`src/mem_defs.svh`:
```
//****************************************
// byte addresses; SRAM aliases below IO_BASE
// I/O offsets are byte offsets in the window
//****************************************
`ifndef MEM_DEFS_SVH
`define MEM_DEFS_SVH

`define DATA_W    32
`define SRAM_AW   20
`define BTN_W     4

// first fetch after reset
`define RESET_PC  32'h0000_0000

// I/O window and register offsets
`define IO_BASE   32'h1000_0000
`define LED_ADDR  32'h0000_0000
`define DPY_ADDR  32'h0000_0004
`define BTN_ADDR  32'h0000_0008

`endif

```
`src/mem_pkg.sv`:
```
//****************************************
// shared types of the memory subsystem
// byte enables are active low
//****************************************
`default_nettype none

package mem_pkg;

`include "mem_defs.svh"

    typedef enum logic [3:0] {
        MEM_NONE,
        MEM_LB,
        MEM_LBU,
        MEM_LH,
        MEM_LHU,
        MEM_LW,
        MEM_SB,
        MEM_SH,
        MEM_SW
    } mem_op_t;

    typedef logic [`DATA_W-1:0]  word_t;
    typedef logic [`SRAM_AW-1:0] sram_addr_t;
    typedef logic [3:0]          be_t;

endpackage

`default_nettype wire

```
`src/mem_bus_if.sv`:
```
//****************************************
// req held with payload until ack, dropped after
// rdata valid only in the ack cycle
//****************************************
`default_nettype none

`include "mem_defs.svh"

interface mem_bus_if;
    logic                req;
    logic                we;
    logic [`SRAM_AW-1:0] addr;
    logic [3:0]          be_n;
    logic [`DATA_W-1:0]  wdata;
    logic [`DATA_W-1:0]  rdata;
    logic                ack;

    modport requester (
        output req, we, addr, be_n, wdata,
        input  rdata, ack
    );

    modport responder (
        input  req, we, addr, be_n, wdata,
        output rdata, ack
    );
endinterface

`default_nettype wire

```
`src/load_store_unit.sv`:
```
//****************************************
// little-endian lanes; op and address held
// until done; misaligned ops never issue
//****************************************
`default_nettype none

`include "mem_defs.svh"

module load_store_unit import mem_pkg::*; (
    input  logic                clk,
    input  logic                rst,
    input  logic                data_req_i,
    input  mem_op_t             data_op_i,
    input  word_t               data_addr_i,
    input  word_t               data_wdata_i,
    mem_bus_if.requester        mem_bus,
    mem_bus_if.requester        io_bus,
    output logic                data_done_o,
    output logic                data_err_o,
    output word_t               data_rdata_o
);
    logic  mem_req_q;
    logic  io_req_q;
    logic  io_sel;
    logic  is_store;
    logic  misaligned;
    logic  start;
    logic  bus_ack;
    be_t   be_n;
    word_t store_data;
    word_t io_offset;
    word_t rdata;
    word_t shifted;
    word_t load_val;

    assign io_sel    = data_addr_i >= `IO_BASE;
    assign io_offset = data_addr_i - `IO_BASE;
    assign is_store  = data_op_i inside {MEM_SB, MEM_SH, MEM_SW};
    assign start     = data_req_i && !data_done_o && !mem_req_q && !io_req_q;
    assign bus_ack   = (mem_req_q && mem_bus.ack) || (io_req_q && io_bus.ack);

    always_comb begin
        misaligned = 1'b0;
        be_n       = 4'b0000;
        store_data = data_wdata_i;
        case (data_op_i)
            MEM_LB, MEM_LBU, MEM_SB: begin
                be_n       = ~(4'b0001 << data_addr_i[1:0]);
                store_data = {4{data_wdata_i[7:0]}};
            end
            MEM_LH, MEM_LHU, MEM_SH: begin
                misaligned = data_addr_i[0];
                be_n       = ~(4'b0011 << {data_addr_i[1], 1'b0});
                store_data = {2{data_wdata_i[15:0]}};
            end
            MEM_LW, MEM_SW: misaligned = data_addr_i[1:0] != 2'b00;
            default: be_n = 4'b1111;
        endcase
    end

    assign mem_bus.req   = mem_req_q;
    assign mem_bus.we    = is_store;
    assign mem_bus.addr  = data_addr_i[`SRAM_AW+1:2];
    assign mem_bus.be_n  = be_n;
    assign mem_bus.wdata = store_data;

    assign io_bus.req    = io_req_q;
    assign io_bus.we     = is_store;
    assign io_bus.addr   = io_offset[`SRAM_AW+1:2];
    assign io_bus.be_n   = be_n;
    assign io_bus.wdata  = store_data;

    // addressed lane moved down to bit 0
    assign rdata   = io_req_q ? io_bus.rdata : mem_bus.rdata;
    assign shifted = rdata >> {data_addr_i[1:0], 3'b000};

    always_comb begin
        case (data_op_i)
            MEM_LB:  load_val = {{24{shifted[7]}}, shifted[7:0]};
            MEM_LBU: load_val = {24'b0, shifted[7:0]};
            MEM_LH:  load_val = {{16{shifted[15]}}, shifted[15:0]};
            MEM_LHU: load_val = {16'b0, shifted[15:0]};
            MEM_LW:  load_val = rdata;
            default: load_val = '0;
        endcase
    end

    always_ff @(posedge clk) begin
        if (rst) begin
            mem_req_q   <= 1'b0;
            io_req_q    <= 1'b0;
            data_done_o <= 1'b0;
            data_err_o  <= 1'b0;
        end else begin
            data_done_o <= 1'b0;
            data_err_o  <= 1'b0;
            if (bus_ack) begin
                mem_req_q   <= 1'b0;
                io_req_q    <= 1'b0;
                data_done_o <= 1'b1;
            end else if (start) begin
                if (misaligned || data_op_i == MEM_NONE) begin
                    data_done_o <= 1'b1;
                    data_err_o  <= misaligned;
                end else begin
                    mem_req_q <= !io_sel;
                    io_req_q  <= io_sel;
                end
            end
        end
    end

    always_ff @(posedge clk) begin
        if (bus_ack) begin
            data_rdata_o <= load_val;
        end else if (start && (misaligned || data_op_i == MEM_NONE)) begin
            data_rdata_o <= '0;
        end
    end

    // replies only come back on the bus that is waiting
    a_ack_owned: assert property (@(posedge clk) disable iff (rst)
        !(mem_bus.ack && !mem_req_q) && !(io_bus.ack && !io_req_q));

endmodule

`default_nettype wire

```
`src/flat_wrapper.sv`:
```
// flat-port wrapper written by rule: the top's interface ports become plain ports
module load_store_unit_flat import mem_pkg::*;
  (clk, rst, data_req_i, data_op_i, data_addr_i, data_wdata_i, data_done_o, data_err_o, data_rdata_o, mem_bus_req, mem_bus_we, mem_bus_addr, mem_bus_be_n, mem_bus_wdata, mem_bus_rdata, mem_bus_ack, io_bus_req, io_bus_we, io_bus_addr, io_bus_be_n, io_bus_wdata, io_bus_rdata, io_bus_ack);
  mem_bus_if mem_bus_i ();
  mem_bus_if io_bus_i ();
  input  logic clk;
  input  logic rst;
  input  logic data_req_i;
  input  mem_op_t data_op_i;
  input  word_t data_addr_i;
  input  word_t data_wdata_i;
  output logic data_done_o;
  output logic data_err_o;
  output word_t data_rdata_o;
  output wire logic [$bits(mem_bus_i.req)-1:0] mem_bus_req;
  output wire logic [$bits(mem_bus_i.we)-1:0] mem_bus_we;
  output wire logic [$bits(mem_bus_i.addr)-1:0] mem_bus_addr;
  output wire logic [$bits(mem_bus_i.be_n)-1:0] mem_bus_be_n;
  output wire logic [$bits(mem_bus_i.wdata)-1:0] mem_bus_wdata;
  input wire logic [$bits(mem_bus_i.rdata)-1:0] mem_bus_rdata;
  input wire logic [$bits(mem_bus_i.ack)-1:0] mem_bus_ack;
  output wire logic [$bits(io_bus_i.req)-1:0] io_bus_req;
  output wire logic [$bits(io_bus_i.we)-1:0] io_bus_we;
  output wire logic [$bits(io_bus_i.addr)-1:0] io_bus_addr;
  output wire logic [$bits(io_bus_i.be_n)-1:0] io_bus_be_n;
  output wire logic [$bits(io_bus_i.wdata)-1:0] io_bus_wdata;
  input wire logic [$bits(io_bus_i.rdata)-1:0] io_bus_rdata;
  input wire logic [$bits(io_bus_i.ack)-1:0] io_bus_ack;
  assign mem_bus_req = mem_bus_i.req;
  assign mem_bus_we = mem_bus_i.we;
  assign mem_bus_addr = mem_bus_i.addr;
  assign mem_bus_be_n = mem_bus_i.be_n;
  assign mem_bus_wdata = mem_bus_i.wdata;
  assign mem_bus_i.rdata = mem_bus_rdata;
  assign mem_bus_i.ack = mem_bus_ack;
  assign io_bus_req = io_bus_i.req;
  assign io_bus_we = io_bus_i.we;
  assign io_bus_addr = io_bus_i.addr;
  assign io_bus_be_n = io_bus_i.be_n;
  assign io_bus_wdata = io_bus_i.wdata;
  assign io_bus_i.rdata = io_bus_rdata;
  assign io_bus_i.ack = io_bus_ack;
  load_store_unit u_core (.clk(clk), .rst(rst), .data_req_i(data_req_i), .data_op_i(data_op_i), .data_addr_i(data_addr_i), .data_wdata_i(data_wdata_i), .mem_bus(mem_bus_i), .io_bus(io_bus_i), .data_done_o(data_done_o), .data_err_o(data_err_o), .data_rdata_o(data_rdata_o));
endmodule
```
`config.mk`:
```
export PLATFORM = sky130hd
export DESIGN_NAME = load_store_unit_flat
export DESIGN_NICKNAME = d
export VERILOG_FILES = /design/src/mem_pkg.sv /design/src/mem_bus_if.sv /design/src/load_store_unit.sv /design/src/flat_wrapper.sv
export VERILOG_INCLUDE_DIRS = /design/src
export SDC_FILE = /design/constraint.sdc
export NUM_CORES = 1
export LEC_CHECK = 0
export ABC_CLOCK_PERIOD_IN_PS = 2700
export BUFFER_PORTS_ARGS = -buffer_cell sky130_fd_sc_hd__buf_4
export CAP_MARGIN = 20
export CORE_AREA = 2 2 110 112
export DETAILED_ROUTE_END_ITERATION = 16
export DIE_AREA = 0 0 112 114
export HOLD_SLACK_MARGIN = 0.05
export PLACE_DENSITY_LB_ADDON = 0.08
export SLEW_MARGIN = 30
export SYNTH_ARGS = -nofsm -noshare
export SYNTH_HDL_FRONTEND = slang
export SYNTH_SLANG_ARGS = --single-unit
export TNS_END_PERCENT = 50
```
`constraint.sdc`:
```
create_clock -name clk -period 2.7 [get_ports clk]
set_clock_uncertainty 0.05 [all_clocks]
set_input_delay 0.27 -clock clk [delete_from_list [all_inputs] [get_ports clk]]
set_output_delay 0.27 -clock clk [all_outputs]
set_load 0.02 [all_outputs]
```
======== After elaboration in Yosys (flattened, before gate mapping) ========
Cells that the tools add are included.
word-level totals
  memories kept ........................... 0
  register bits after elaboration ......... 36
  memory bits (read-only) ................. 0
  logic and storage cells ................. 54
  bits in latches ......................... 0
  memory bits (writable) .................. 0
  output and inout bits ................... 150
  input bits .............................. 137
cells by class
  divide/modulo/power cells ............... 0
  shifts and indexed selects .............. 3
  add/sub/neg operators ................... 1
  bitwise operators ....................... 4
  equal/unequal tests ..................... 8
  reductions and logical operators ........ 22
  order comparisons ....................... 1
  $mul .................................... 0
  muxes and demuxes ....................... 10
operators by type and width
  operator                                                             number
  one-hot mux 32 bit (5 select lines)                                  1
  two-way mux 32 bit                                                   3
  one-hot mux 32 bit (2 select lines)                                  1
  greater-or-equal comparator 32 x 29 -> 1 bit, second input constant  1
  right shift 32 x 5 -> 16 bit                                         1
  subtractor 22 x 1 -> 22 bit, second input constant                   1
  == test 4 x 3 -> 1 bit, second input constant                        4
  one-hot mux 4 bit (3 select lines)                                   1
  == test 4 x 2 -> 1 bit, second input constant                        2
  NOT 4 bit                                                            2
  logical AND 1 bit                                                    6
  OR reduction 3 bit                                                   2
  == test 4 x 1 -> 1 bit, second input constant                        1
  == test 4 bit, second input constant                                 1
  zero test 1 bit                                                      4
  zero test 4 bit                                                      1
  nonzero test 2 bit                                                   2
  OR reduction 2 bit                                                   2
  OR reduction 4 bit                                                   1
  << shifter 1 x 2 -> 4 bit, first input constant                      1
  << shifter 2 x 2 -> 4 bit, first input constant                      1
  two-way mux 1 bit                                                    3
  nonzero test 3 bit                                                   1
  logical OR 1 bit                                                     2
  other kinds (3)                                                      4

======== Depth between registers and ports, before layout ========
Gate-level depths: netlist of run 1.
  word-level depth ........................ 7
  depth in mapped cells ................... 7
  gate-level depth less buffers ........... 4

======== Least setup slack after synthesis of run 1 ========
Ideal clock, no wire load.
  kind .................................... reg-to-reg
  start point ............................. register u_core.io_req_q, in the netlist u_core.io_bus.req
  end point ............................... register u_core.data_rdata_o[0], enable pin
  setup time .............................. 0.389 ns
  arrival ................................. 2.154 ns
  path buffers ............................ 2
  required time ........................... 2.261 ns
  cell stages (with the launch flop) ...... 7
  setup slack ............................. 0.106 ns
  clock period less this slack ............ 2.594 ns
  cell sequence ........................... dfxtp_1 > buf_4 > buf_4 > nor4b_1 > nand2b_1 > a31o_2 > nand2_1
between the ends
  cells in the longest elaborated chain, start to end .. 4
  elaborated cells on any way between the ends .. 6
  classes of those cells .................. reduce/logical: 6
ends and longest elaborated chain
  item                            line                    RTL
  start, declared                 load_store_unit.sv:23   logic io_req_q;
  start signal, assigned          load_store_unit.sv:107  io_req_q <= io_sel;
  zero test 1 bit                 load_store_unit.sv:39   assign start = data_req_i && !data_done_o && !mem_req_q && !io_req_q;
  logical AND 1 bit               load_store_unit.sv:39
  logical AND 1 bit               load_store_unit.sv:116  end else if (start && (misaligned || data_op_i == MEM_NONE)) begin
  nonzero test 2 bit (no line) *  --
  end signal, assigned            load_store_unit.sv:115  data_rdata_o <= load_val;
  end, declared                   load_store_unit.sv:20   output word_t data_rdata_o
Every way passes the cells marked *; elsewhere a longest branch is shown, timed or not.
A chain may end at the register's enable or synchronous reset.

======== Worst setup path in the final report of run 1 ========
  start point ............................. register u_core.io_req_q, in the netlist u_core.io_bus.req
  end point ............................... register u_core.data_rdata_o[20] (data pin)
between the ends
  cells in the longest elaborated chain, start to end .. 4
  elaborated cells on any way between the ends .. 6
  classes of those cells .................. shift: 1; mux: 3; reduce/logical: 2
ends and longest elaborated chain
  item                                 line                    RTL
  two-way mux 32 bit                   load_store_unit.sv:74   assign rdata = io_req_q ? io_bus.rdata : mem_bus.rdata;
  right shift 32 x 5 -> 16 bit         load_store_unit.sv:75   assign shifted = rdata >> {data_addr_i[1:0], 3'b000};
  one-hot mux 32 bit (5 select lines)  load_store_unit.sv:78   case (data_op_i)
  two-way mux 32 bit *                 load_store_unit.sv:114  if (bus_ack) begin
Marks and branches as above.

==> impl_metrics.tcl, run 1 <==
set metrics [dict create \
    dp_hpwl_um 9590 \
    detail_route.first_pass.iterations 4 \
    fmax_ghz 0.435 \
    ant_nets 0 \
    clkTransAtPathRegs_ps 60 \
    dp.cells 655 \
    worst_r2r_startpoint "u_core.io_bus.req$_SDFFE_PP0P_" \
    clk_latency_ps 280 \
    timing.critical_path.arrival_ps 2240 \
    layoutNonFillerInstCount 663 \
    finalHoldViolCount 0 \
    worst-slew-pin-transition_ps 807 \
    floorplan.io_pins 287 \
    async_set_reset_flop_share_out_of_synthesis_pct 0 \
    worstSetupPathType "flip-flop to flip-flop" \
    cellLeakagePower_uw 0.00212 \
    tritoncts.num_buffers 5 \
    antenna_cells_inserted 0 \
    chipHeight_um 114 \
    num_rows 40 \
    synth-seq-cells 36 \
    syn_nets 526 \
    core_area_um2 11700 \
    fin_tns_setup_ps 0 \
    gp_routability_congestion 0.809 \
    fin_nets 652 \
    ys.warnings.count 0 \
    antenna_found_initial 0 \
    hold_path.class "input port to flip-flop" \
    power_density_nw_per_um2 472 \
    drcViolationCount 0 \
    detail_route.wl_per_cell_um 18.2 \
    grt_max_degree 33 \
    cts.path.max_buffers 2 \
    cts.sink_count 36 \
    maxSlewHeadroom_pct 46.2 \
    rsz0062_at_grt "no" \
    timing.reg2reg.worst_path_depth 4 \
    initial_utilization_pct 31.6 \
    edff_count_synth 32 \
    power_uw 2370 \
    detail_route.wirelength_um 12100 \
    final.fill_count 1183 \
    hold_depth 2 \
    first_global_vias 3276 \
    ctsRootBufferMaster "clkbuf_16" \
    yosysSeqAreaShare_pct 28.1 \
    die_wd_um 112 \
    global_route.overflow_total 0 \
    grt_pass1_wl_um 17900 \
    cp-start-kind "flip-flop" \
    vdd_drop_max_uv 272 \
    floorplan.die_area_um2 12800 \
    holdPathEnd "u_core.data_done_o$_SDFF_PP0_" \
    maxSlewViolCount 0 \
    tritoncts "done" \
    cts_setup_buffers 0 \
    final_period_minus_worst_setup_slack_ps 2300 \
    gr-usage-all-layers_pct 17.7 \
    timing.critical_path.required_ps 2640 \
    combined_area_of_all_synthesized_cells_um2 3700 \
    regToRegEndpoint "u_core.data_rdata_o[20]$_SDFFCE_PN0P_" \
    via_count 3412 \
    maximum_capacitance_violations 0 \
    ctsHtreeMaxLevel 2 \
    synth_cells 389 \
    synth.lib_cells_used.distinct 53 \
    synth_area_per_cell_um2 9.51 \
    setup_viol 0 \
    placement.io_buffers 220 \
    detail_route.vias_per_cell 5.15 \
    post_cts.resized_instances 0 \
    crit_path_end_kind "flip-flop" \
    postSynth.topFlopCell "edfxtp_1" \
    ctsHoldBuffers 0 \
    reg2reg_setup_slack_ps 400 \
    drive_above_1_share_pct 50.8 \
    relative_area_change_from_synthesis_to_final_layout_pct 35.5 \
    period_utilisation_layout_pct 85.2 \
    dr.first_iter.drc_count 127 \
    timing.hold.worst.start "rst" \
    path_max_fanout 24 \
    run_status "finished, final reports clean" \
]
## state kept, by name, indices dropped and copies added, names as in the netlist
signal / flops
u_core.mem_bus.req: 1
u_core.data_rdata_o: 32
u_core.io_bus.req: 1
u_core.data_done_o: 1
u_core.data_err_o: 1
## report_power, final
part	internal, uW	total (uW)	switching (uW)	leakage (uW)
sequential	671	696	25.3	0.000329
combinational	466	1000	538	0.00171
clock	434	666	232	0.0000798
## cells by family (layout without fill, tap and decap cells)
kind of cell / Yosys count / in the layout / share of synthesized area, %
compound gates: 106 / 106 / 20.3
flops: 36 / 36 / 28.1
simple gates: 79 / 79 / 11.9
buf+inv: 112 / 239 / 21.0
mux: 56 / 56 / 18.7
## through the flow
step	util [%]	setup WS [ps]	cell area [um2]	hold WS (ps)
2_1_floorplan	-	106	3700	289
3_3_place_gp	41.4	400	4850	393
3_5_place_dp	41.4	378	4850	392
4_1_cts	42.8	381	5010	97.5
5_1_grt	42.8	298	5010	101
6_report	42.8	400	5010	104
## layer usage
metal | share of wire (%) | vias up | routed length [um] | global-route usage (%)
li1 | - | 1617 | - | -
met1 | 41 | 1612 | 4950 | 23.0
met2 | 50 | 167 | 6020 | 30.6
met3 | 8.0 | 16 | 972 | 3.77
met4 | 1.1 | 0 | 135 | 3.82
met5 | 0 | - | 0 | 0
## layout make-up
class | count | area (um2) | share of cell area [%]
Multi-Input combinational cell | 241 | 1880 | 37.5
Clock buffer | 5 | 125 | 2.50
Tap cell | 147 | 184 | 3.67
Clock inverter | 3 | 42.5 | 0.848
Inverter | 2 | 7.51 | 0.150
Timing Repair Buffer | 229 | 1730 | 34.5
Sequential cell | 36 | 1040 | 20.8
## cells in the final DEF, fill, tap and decap left out, drive strengths merged, types with 2 or more instances in the layout
master / synthesis / layout
o21ai: 8 / 8
or2: 2 / 2
mux4: 8 / 8
nor4b: 2 / 2
buf: 101 / 229
or3b: 2 / 2
nand2: 14 / 14
o21a: 2 / 2
nand3b: 3 / 3
mux2i: 28 / 28
nor3b: 2 / 2
nor2: 22 / 22
nor3: 2 / 2
clkbuf: 9 / 5
o22ai: 11 / 11
a22oi: 9 / 9
inv: 2 / 2
nor2b: 4 / 4
o31ai: 2 / 2
a21o: 10 / 10
a21oi: 26 / 26
nand2b: 18 / 18
nand4: 2 / 2
a22o: 10 / 10
o2bb2ai: 4 / 4
edfxtp: 32 / 32
dfxtp: 4 / 4
o211ai: 17 / 17
mux2: 20 / 20
## synth_stat cells, drive strengths merged, types with 9 or more instances
library cell  number  area [um2]
buf              101         736
a21oi             26         153
edfxtp            32         961
a21o              10        75.1
a22o              10        87.6
a22oi              9        67.6
mux2              20         233
mux2i             28         280
nand2             14        52.6
o22ai             11        68.8
o211ai            17         133
clkbuf             9        33.8
nand2b            18         113
nor2              22        90.1
## worst max-delay path: stages (launching register included)
cell and delay, ps:
dfxtp_2 460, mux4_2 530, nand2_1 110, a211o_1 670, o211ai_1 180
## worst max path at each step
| stage | start | depth (start not counted) | end | slack [ps] |
|---|---|---|---|---|
| after floorplan | u_core.io_bus.req$_SDFFE_PP0P_ | 6 | u_core.data_rdata_o[0]$_SDFFCE_PN0P_ | 110 |
| after global placement | data_op_i[1] | 6 | io_bus_wdata[16] | 400 |
| after detailed placement | data_op_i[1] | 6 | mem_bus_wdata[18] | 380 |
| after CTS | data_op_i[1] | 6 | mem_bus_wdata[18] | 380 |
| after global routing | u_core.io_bus.req$_SDFFE_PP0P_ | 4 | u_core.data_rdata_o[29]$_SDFFCE_PN0P_ | 300 |
| final | u_core.io_bus.req$_SDFFE_PP0P_ | 4 | u_core.data_rdata_o[20]$_SDFFCE_PN0P_ | 400 |
Note: power is estimated with default switching activity, not from simulation.
==> inputs of run 2 (changes only) <==
- CAP_MARGIN: 20 -> 5
- CELL_PAD_IN_SITES_DETAIL_PLACEMENT: default -> 1
- CELL_PAD_IN_SITES_GLOBAL_PLACEMENT: default -> 2
- CORE_AREA: 2 2 110 112 -> default
- CORE_ASPECT_RATIO: default -> 0.7
- CORE_UTILIZATION: default -> 21
- DIE_AREA: 0 0 112 114 -> default
==> impl_metrics.tcl, run 2 (synthesis gave the netlist of run 1 again) <==
set metrics [dict create \
    fin_nets 656 \
    fmax_ghz 0.445 \
    worstSetupPathType "input port to output port" \
    ctsHtreeMaxLevel 2 \
    layout_commonest_cell "buf_4" \
    dp.cells 743 \
    maxSlewHeadroom_pct 57.1 \
    die_wd_um 161 \
    grt_max_degree 33 \
    cts.path.max_buffers 2 \
    cellInternalPower_uw 1480 \
    finalHoldViolCount 0 \
    layoutNonFillerInstCount 751 \
    cellLeakagePower_uw 0.00212 \
    detail_route.wl_per_cell_um 19.2 \
    placement.io_buffers 220 \
    num_rows 40 \
    timing.critical_path.required_ps 2380 \
    largest_register_by_flop_count "u_core.data_rdata_o" \
    power_density_nw_per_um2 453 \
    power_frac_comb_pct 44.5 \
    core_area_um2 17200 \
    worst-slew-pin-transition_ps 634 \
    cts_setup_buffers 0 \
    p_seq_share_pct 30.4 \
    post_cts.resized_instances 0 \
    first_global_vias 3493 \
    initial_utilization_pct 21.5 \
    drcViolationCount 0 \
    chipHeight_um 113 \
    period_utilisation_layout_pct 83.2 \
    largest_reg_flops 32 \
    gr-usage-all-layers_pct 15.5 \
    vdd_drop_max_uv 202 \
    most-common-layout-cells "232 x buf_4, 32 x edfxtp_1, 28 x mux2i_1, 24 x a21oi_1, 21 x nor2_1" \
    swShare_pct 36.1 \
    detail_route.wirelength_um 14400 \
    tritoncts "done" \
    clk_latency_ps 290 \
    ant_nets 0 \
    maximum_capacitance_violations 0 \
    final_period_minus_worst_setup_slack_ps 2250 \
    tritoncts.num_buffers 5 \
    antenna_found_initial 0 \
    path_max_fanout 19 \
    fin_tns_setup_ps 0 \
    dr.first_iter.drc_count 166 \
    grt_pass1_wl_um 21400 \
    cts.sink_count 36 \
    setup_viol 0 \
    final.fill_count 2008 \
    rsz0062_at_grt "no" \
    maxSlewViolCount 0 \
    dp_hpwl_um 11600 \
    relative_area_change_from_synthesis_to_final_layout_pct 38.5 \
    floorplan.die_area_um2 18200 \
    clkTransAtPathRegs_ps 60 \
    detail_route.first_pass.iterations 4 \
    via_count 3335 \
    global_route.overflow_total 0 \
    hold_path.class "input port to flip-flop" \
    drive_above_1_share_pct 50.8 \
    final-seq-area_um2 1040 \
    timing.critical_path.arrival_ps 1930 \
    switchingPower_uw 837 \
    cp-start-kind "input port" \
    antenna_cells_inserted 0 \
    ctsRootBufferMaster "clkbuf_16" \
    detail_route.vias_per_cell 4.44 \
    multi_input_comb_area_um2 1880 \
    crit_path_end_kind "output port" \
    ctsHoldBuffers 0 \
    power_uw 2320 \
    run_status "finished, final reports clean" \
    floorplan.io_pins 287 \
    part_of_the_power_in_the_clock_network_pct 25.1 \
    gp_routability_congestion 0.743 \
]
run 2: cell types whose count changed in the layout (fill, tap and decap cells not counted), sizes merged:
cell / delta
buf: +4
bufinv: -1
clkbuf: +1
run 2: path summary, 6_finish.rpt:
path | cells after the start | from | slack [ps] | endpoint
worst max-delay path | 6 | data_op_i[0] | 450 | io_bus_wdata[8]
worst min-delay path | 2 | rst | 90 | u_core.data_done_o$_SDFF_PP0_
worst max register to register | 4 | u_core.io_bus.req$_SDFFE_PP0P_ | 490 | u_core.data_rdata_o[3]$_SDFFCE_PN0P_
worst min register to register | 2 | u_core.mem_bus.req$_SDFFE_PP0P_ | 470 | u_core.mem_bus.req$_SDFFE_PP0P_
run 2: critical path, stage by stage:
cell	delay, ps
buf_4	190
or3b_4	430
a21oi_4	200
buf_4	270
mux2_1	380
buf_4	170
run 2: final cells by class:
cell class | count | share of cell area [%]
inverters | 2 | 0.147
multi-input cells | 241 | 36.7
clock buffers | 6 | 2.52
flip-flops and latches | 36 | 20.3
well taps | 231 | 5.64
repair buffers | 233 | 34.4
clock inverters | 2 | 0.220
run 2: metal layers:
layer | vias to the layer above | share of wire (%) | track usage [%] | wire length [um]
met4 | 0 | 1.2 | 3.05 | 172
li1 | 1620 | - | - | -
met5 | - | 0 | 0 | 0
met1 | 1593 | 50 | 23.3 | 7270
met2 | 99 | 43 | 22.9 | 6200
met3 | 23 | 5.4 | 2.82 | 774
run 2: through the flow:
stage                     setup slack [ps]  utilization, %  cell area, um2  hold WS (ps)
after floorplan                        106               -            3700           289
after global placement                 454            28.9            4980           391
after detailed placement               442            28.9            4980           393
after CTS                              439            29.8            5120          87.6
after global routing                   371            29.8            5120          94.1
final                                  455            29.8            5120          92.9
run 2: power groups by stage:
stage	Combinational, uW	Clock, uW	Sequential [uW]
6_report	1030	582	705
5_1_grt	1100	618	712
4_1_cts	1040	599	707
3_5_place_dp	1040	0	717
3_3_place_gp	1040	0	716
2_1_floorplan	650	0	769
==> inputs of run 3 (changes only) <==
- ABC_CLOCK_PERIOD_IN_PS: 2700 -> 2080
- clock period: 2.7 -> 2.08 ns (I/O delays scaled with it)
==> impl_metrics.tcl, run 3 (synthesis gave the netlist of run 1 again) <==
set metrics [dict create \
    cts.path.max_buffers 2 \
    drcViolationCount 0 \
    num_rows 40 \
    finalHoldWorstSlack_ps 285 \
    path_max_fanout 21 \
    final_period_minus_worst_setup_slack_ps 1990 \
    dr.first_iter.drc_count 138 \
    timing.reg2reg.worst_path_depth 6 \
    vdd_drop_max_uv 263 \
    floorplan.io_pins 287 \
    max_stage_delay_ps 460 \
    clkTransAtPathRegs_ps 60 \
    period_utilisation_layout_pct 95.7 \
    layout_commonest_cell "buf_4" \
    critical-path-top-delay-family "compound AO/OA/AOI/OAI gates" \
    via_count 3515 \
    regToRegEndpoint "u_core.data_rdata_o[9]$_SDFFCE_PN0P_" \
    dp_hpwl_um 11800 \
    tritoncts.num_buffers 5 \
    maximum_capacitance_violations 0 \
    chipHeight_um 113 \
    worstSetupPathType "flip-flop to flip-flop" \
    dp.cells 763 \
    floorplan.die_area_um2 18200 \
    antenna_found_initial 0 \
    critical_path_cell_by_cell "buf_12 -> buf_4 -> mux2i_1 -> o2bb2ai_1 -> a22oi_1 -> a21oi_1" \
    tritoncts "done" \
    layoutNonFillerInstCount 772 \
    grt_max_degree 33 \
    first_global_vias 3595 \
    fin_nets 677 \
    maxSlewViolCount 0 \
    clk_latency_ps 280 \
    final-seq-area_um2 1040 \
    detail_route.wirelength_um 14500 \
    drive_above_1_share_pct 52.9 \
    cts_setup_buffers 0 \
    hold_depth 3 \
    timing.critical_path.arrival_ps 1970 \
    global_route.overflow_total 0 \
    placement.io_buffers 220 \
    detail_route.first_pass.iterations 4 \
    gr-usage-all-layers_pct 15.4 \
    holdPathEnd "u_core.data_rdata_o[1]$_SDFFCE_PN0P_" \
    cellLeakagePower_uw 0.00226 \
    initial_utilization_pct 21.5 \
    reg2reg_setup_slack_ps 90 \
    grt_pass1_wl_um 21500 \
    dpl_cell_area_um2 5190 \
    timing.critical_path.slowest_stage_cell "dfxtp_4" \
    multi_input_comb_area_um2 1900 \
    relative_area_change_from_synthesis_to_final_layout_pct 45.0 \
    fmax_ghz 0.503 \
    maxSlewHeadroom_pct 67.4 \
    power_density_nw_per_um2 595 \
    run_status "finished, final reports clean" \
    detail_route.wl_per_cell_um 18.7 \
    most-common-layout-cells "249 x buf_4, 32 x edfxtp_1, 28 x mux2i_1, 24 x a21oi_1, 21 x nor2_1" \
    core_area_um2 17200 \
    ctsHtreeMaxLevel 2 \
    die_wd_um 161 \
    setup_viol 0 \
    crit_path_end_kind "flip-flop" \
    postLayoutCellArea_um2 5370 \
    antenna_cells_inserted 0 \
    finalHoldViolCount 0 \
    critical_path_buf_inv_count 2 \
    worst-slew-pin-transition_ps 487 \
    gp_routability_congestion 0.738 \
    cp-start-kind "flip-flop" \
    cts.sink_count 36 \
    largest_register_by_flop_count "u_core.data_rdata_o" \
    ctsRootBufferMaster "clkbuf_16" \
    rsz0062_at_grt "no" \
    timing.hold.worst.start "mem_bus_rdata[1]" \
    ant_nets 0 \
    final.fill_count 2017 \
    timing.critical_path.required_ps 2060 \
    worst_r2r_startpoint "u_core.io_bus.req$_SDFFE_PP0P_" \
    largest_reg_flops 32 \
    fin_tns_setup_ps 0 \
    hold_path.class "input port to flip-flop" \
    detail_route.vias_per_cell 4.55 \
]
[run 3: cell types whose count changed in the layout (fill, tap and decap cells not counted), sizes merged]
| cell | previous run | this run |
|---|---|---|
| buf | 233 | 253 |
| bufinv | 0 | 1 |
| clkinv | 1 | 2 |
| dlygate4sd3 | 0 | 1 |
| clkbuf | 6 | 5 |
| clkinvlp | 1 | 0 |
[run 3: worst min-delay path: cells and delay by family]
kind / cells / cell delay, ps
multiplexers: 1 / 60
buffers and inverters: 1 / 80
AO/OA/AOI/OAI: 1 / 140
[run 3: stage by stage]
| step | total power [uW] | setup WS [ps] | utilization, % |
|---|---|---|---|
| after floorplan | 1850 | -17.9 | - |
| after global placement | 2330 | 59.5 | 30.1 |
| after detailed placement | 2340 | 26.7 | 30.1 |
| after CTS | 3230 | 14.4 | 31.1 |
| after global routing | 3340 | 3.64 | 31.2 |
| final | 3190 | 90.2 | 31.2 |
[run 3: final cells by class]
| cell class | count | area share (%) |
|---|---|---|
| flip-flops and latches | 36 | 19.5 |
| multi-input cells | 241 | 35.4 |
| inverters | 2 | 0.140 |
| clock buffers | 5 | 2.33 |
| clock inverters | 3 | 0.700 |
| repair buffers | 254 | 36.5 |
| well taps | 231 | 5.39 |
[run 3: worst max path at each step]
stage | start | endpoint | slack, ps | cells after the start
3_5_place_dp | u_core.io_bus.req$_SDFFE_PP0P_ | u_core.data_rdata_o[28]$_SDFFCE_PN0P_ | 30 | 6
4_1_cts | u_core.io_bus.req$_SDFFE_PP0P_ | u_core.data_rdata_o[28]$_SDFFCE_PN0P_ | 10 | 6
6_report | u_core.io_bus.req$_SDFFE_PP0P_ | u_core.data_rdata_o[9]$_SDFFCE_PN0P_ | 90 | 6
3_3_place_gp | u_core.io_bus.req$_SDFFE_PP0P_ | u_core.data_rdata_o[9]$_SDFFCE_PN0P_ | 60 | 5
5_1_grt | u_core.io_bus.req$_SDFFE_PP0P_ | u_core.data_rdata_o[8]$_SDFFCE_PN0P_ | 4 | 6
2_1_floorplan | data_op_i[0] | mem_bus_wdata[10] | -20 | 6
[run 3: layer usage]
metal / routed length, um / track usage (%) / vias to the layer above
met5: 0 / 0 / -
met4: 178 / 3.17 / 0
met3: 855 / 2.75 / 28
met2: 6150 / 22.1 / 115
met1: 7280 / 23.7 / 1700
li1: - / - / 1672
[run 3: repair_timing]
action | CTS | global route
resized for setup | 0 | 2
hold buffers | 1 | 0
endpoints found under the hold margin | 1 | 0
setup endpoints to repair | 0 | 25
[run 3: power by group]
part	internal [uW]	switching (uW)
Clock	558	318
Sequential	871	36.7
Combinational	665	745
Total	2090	1100
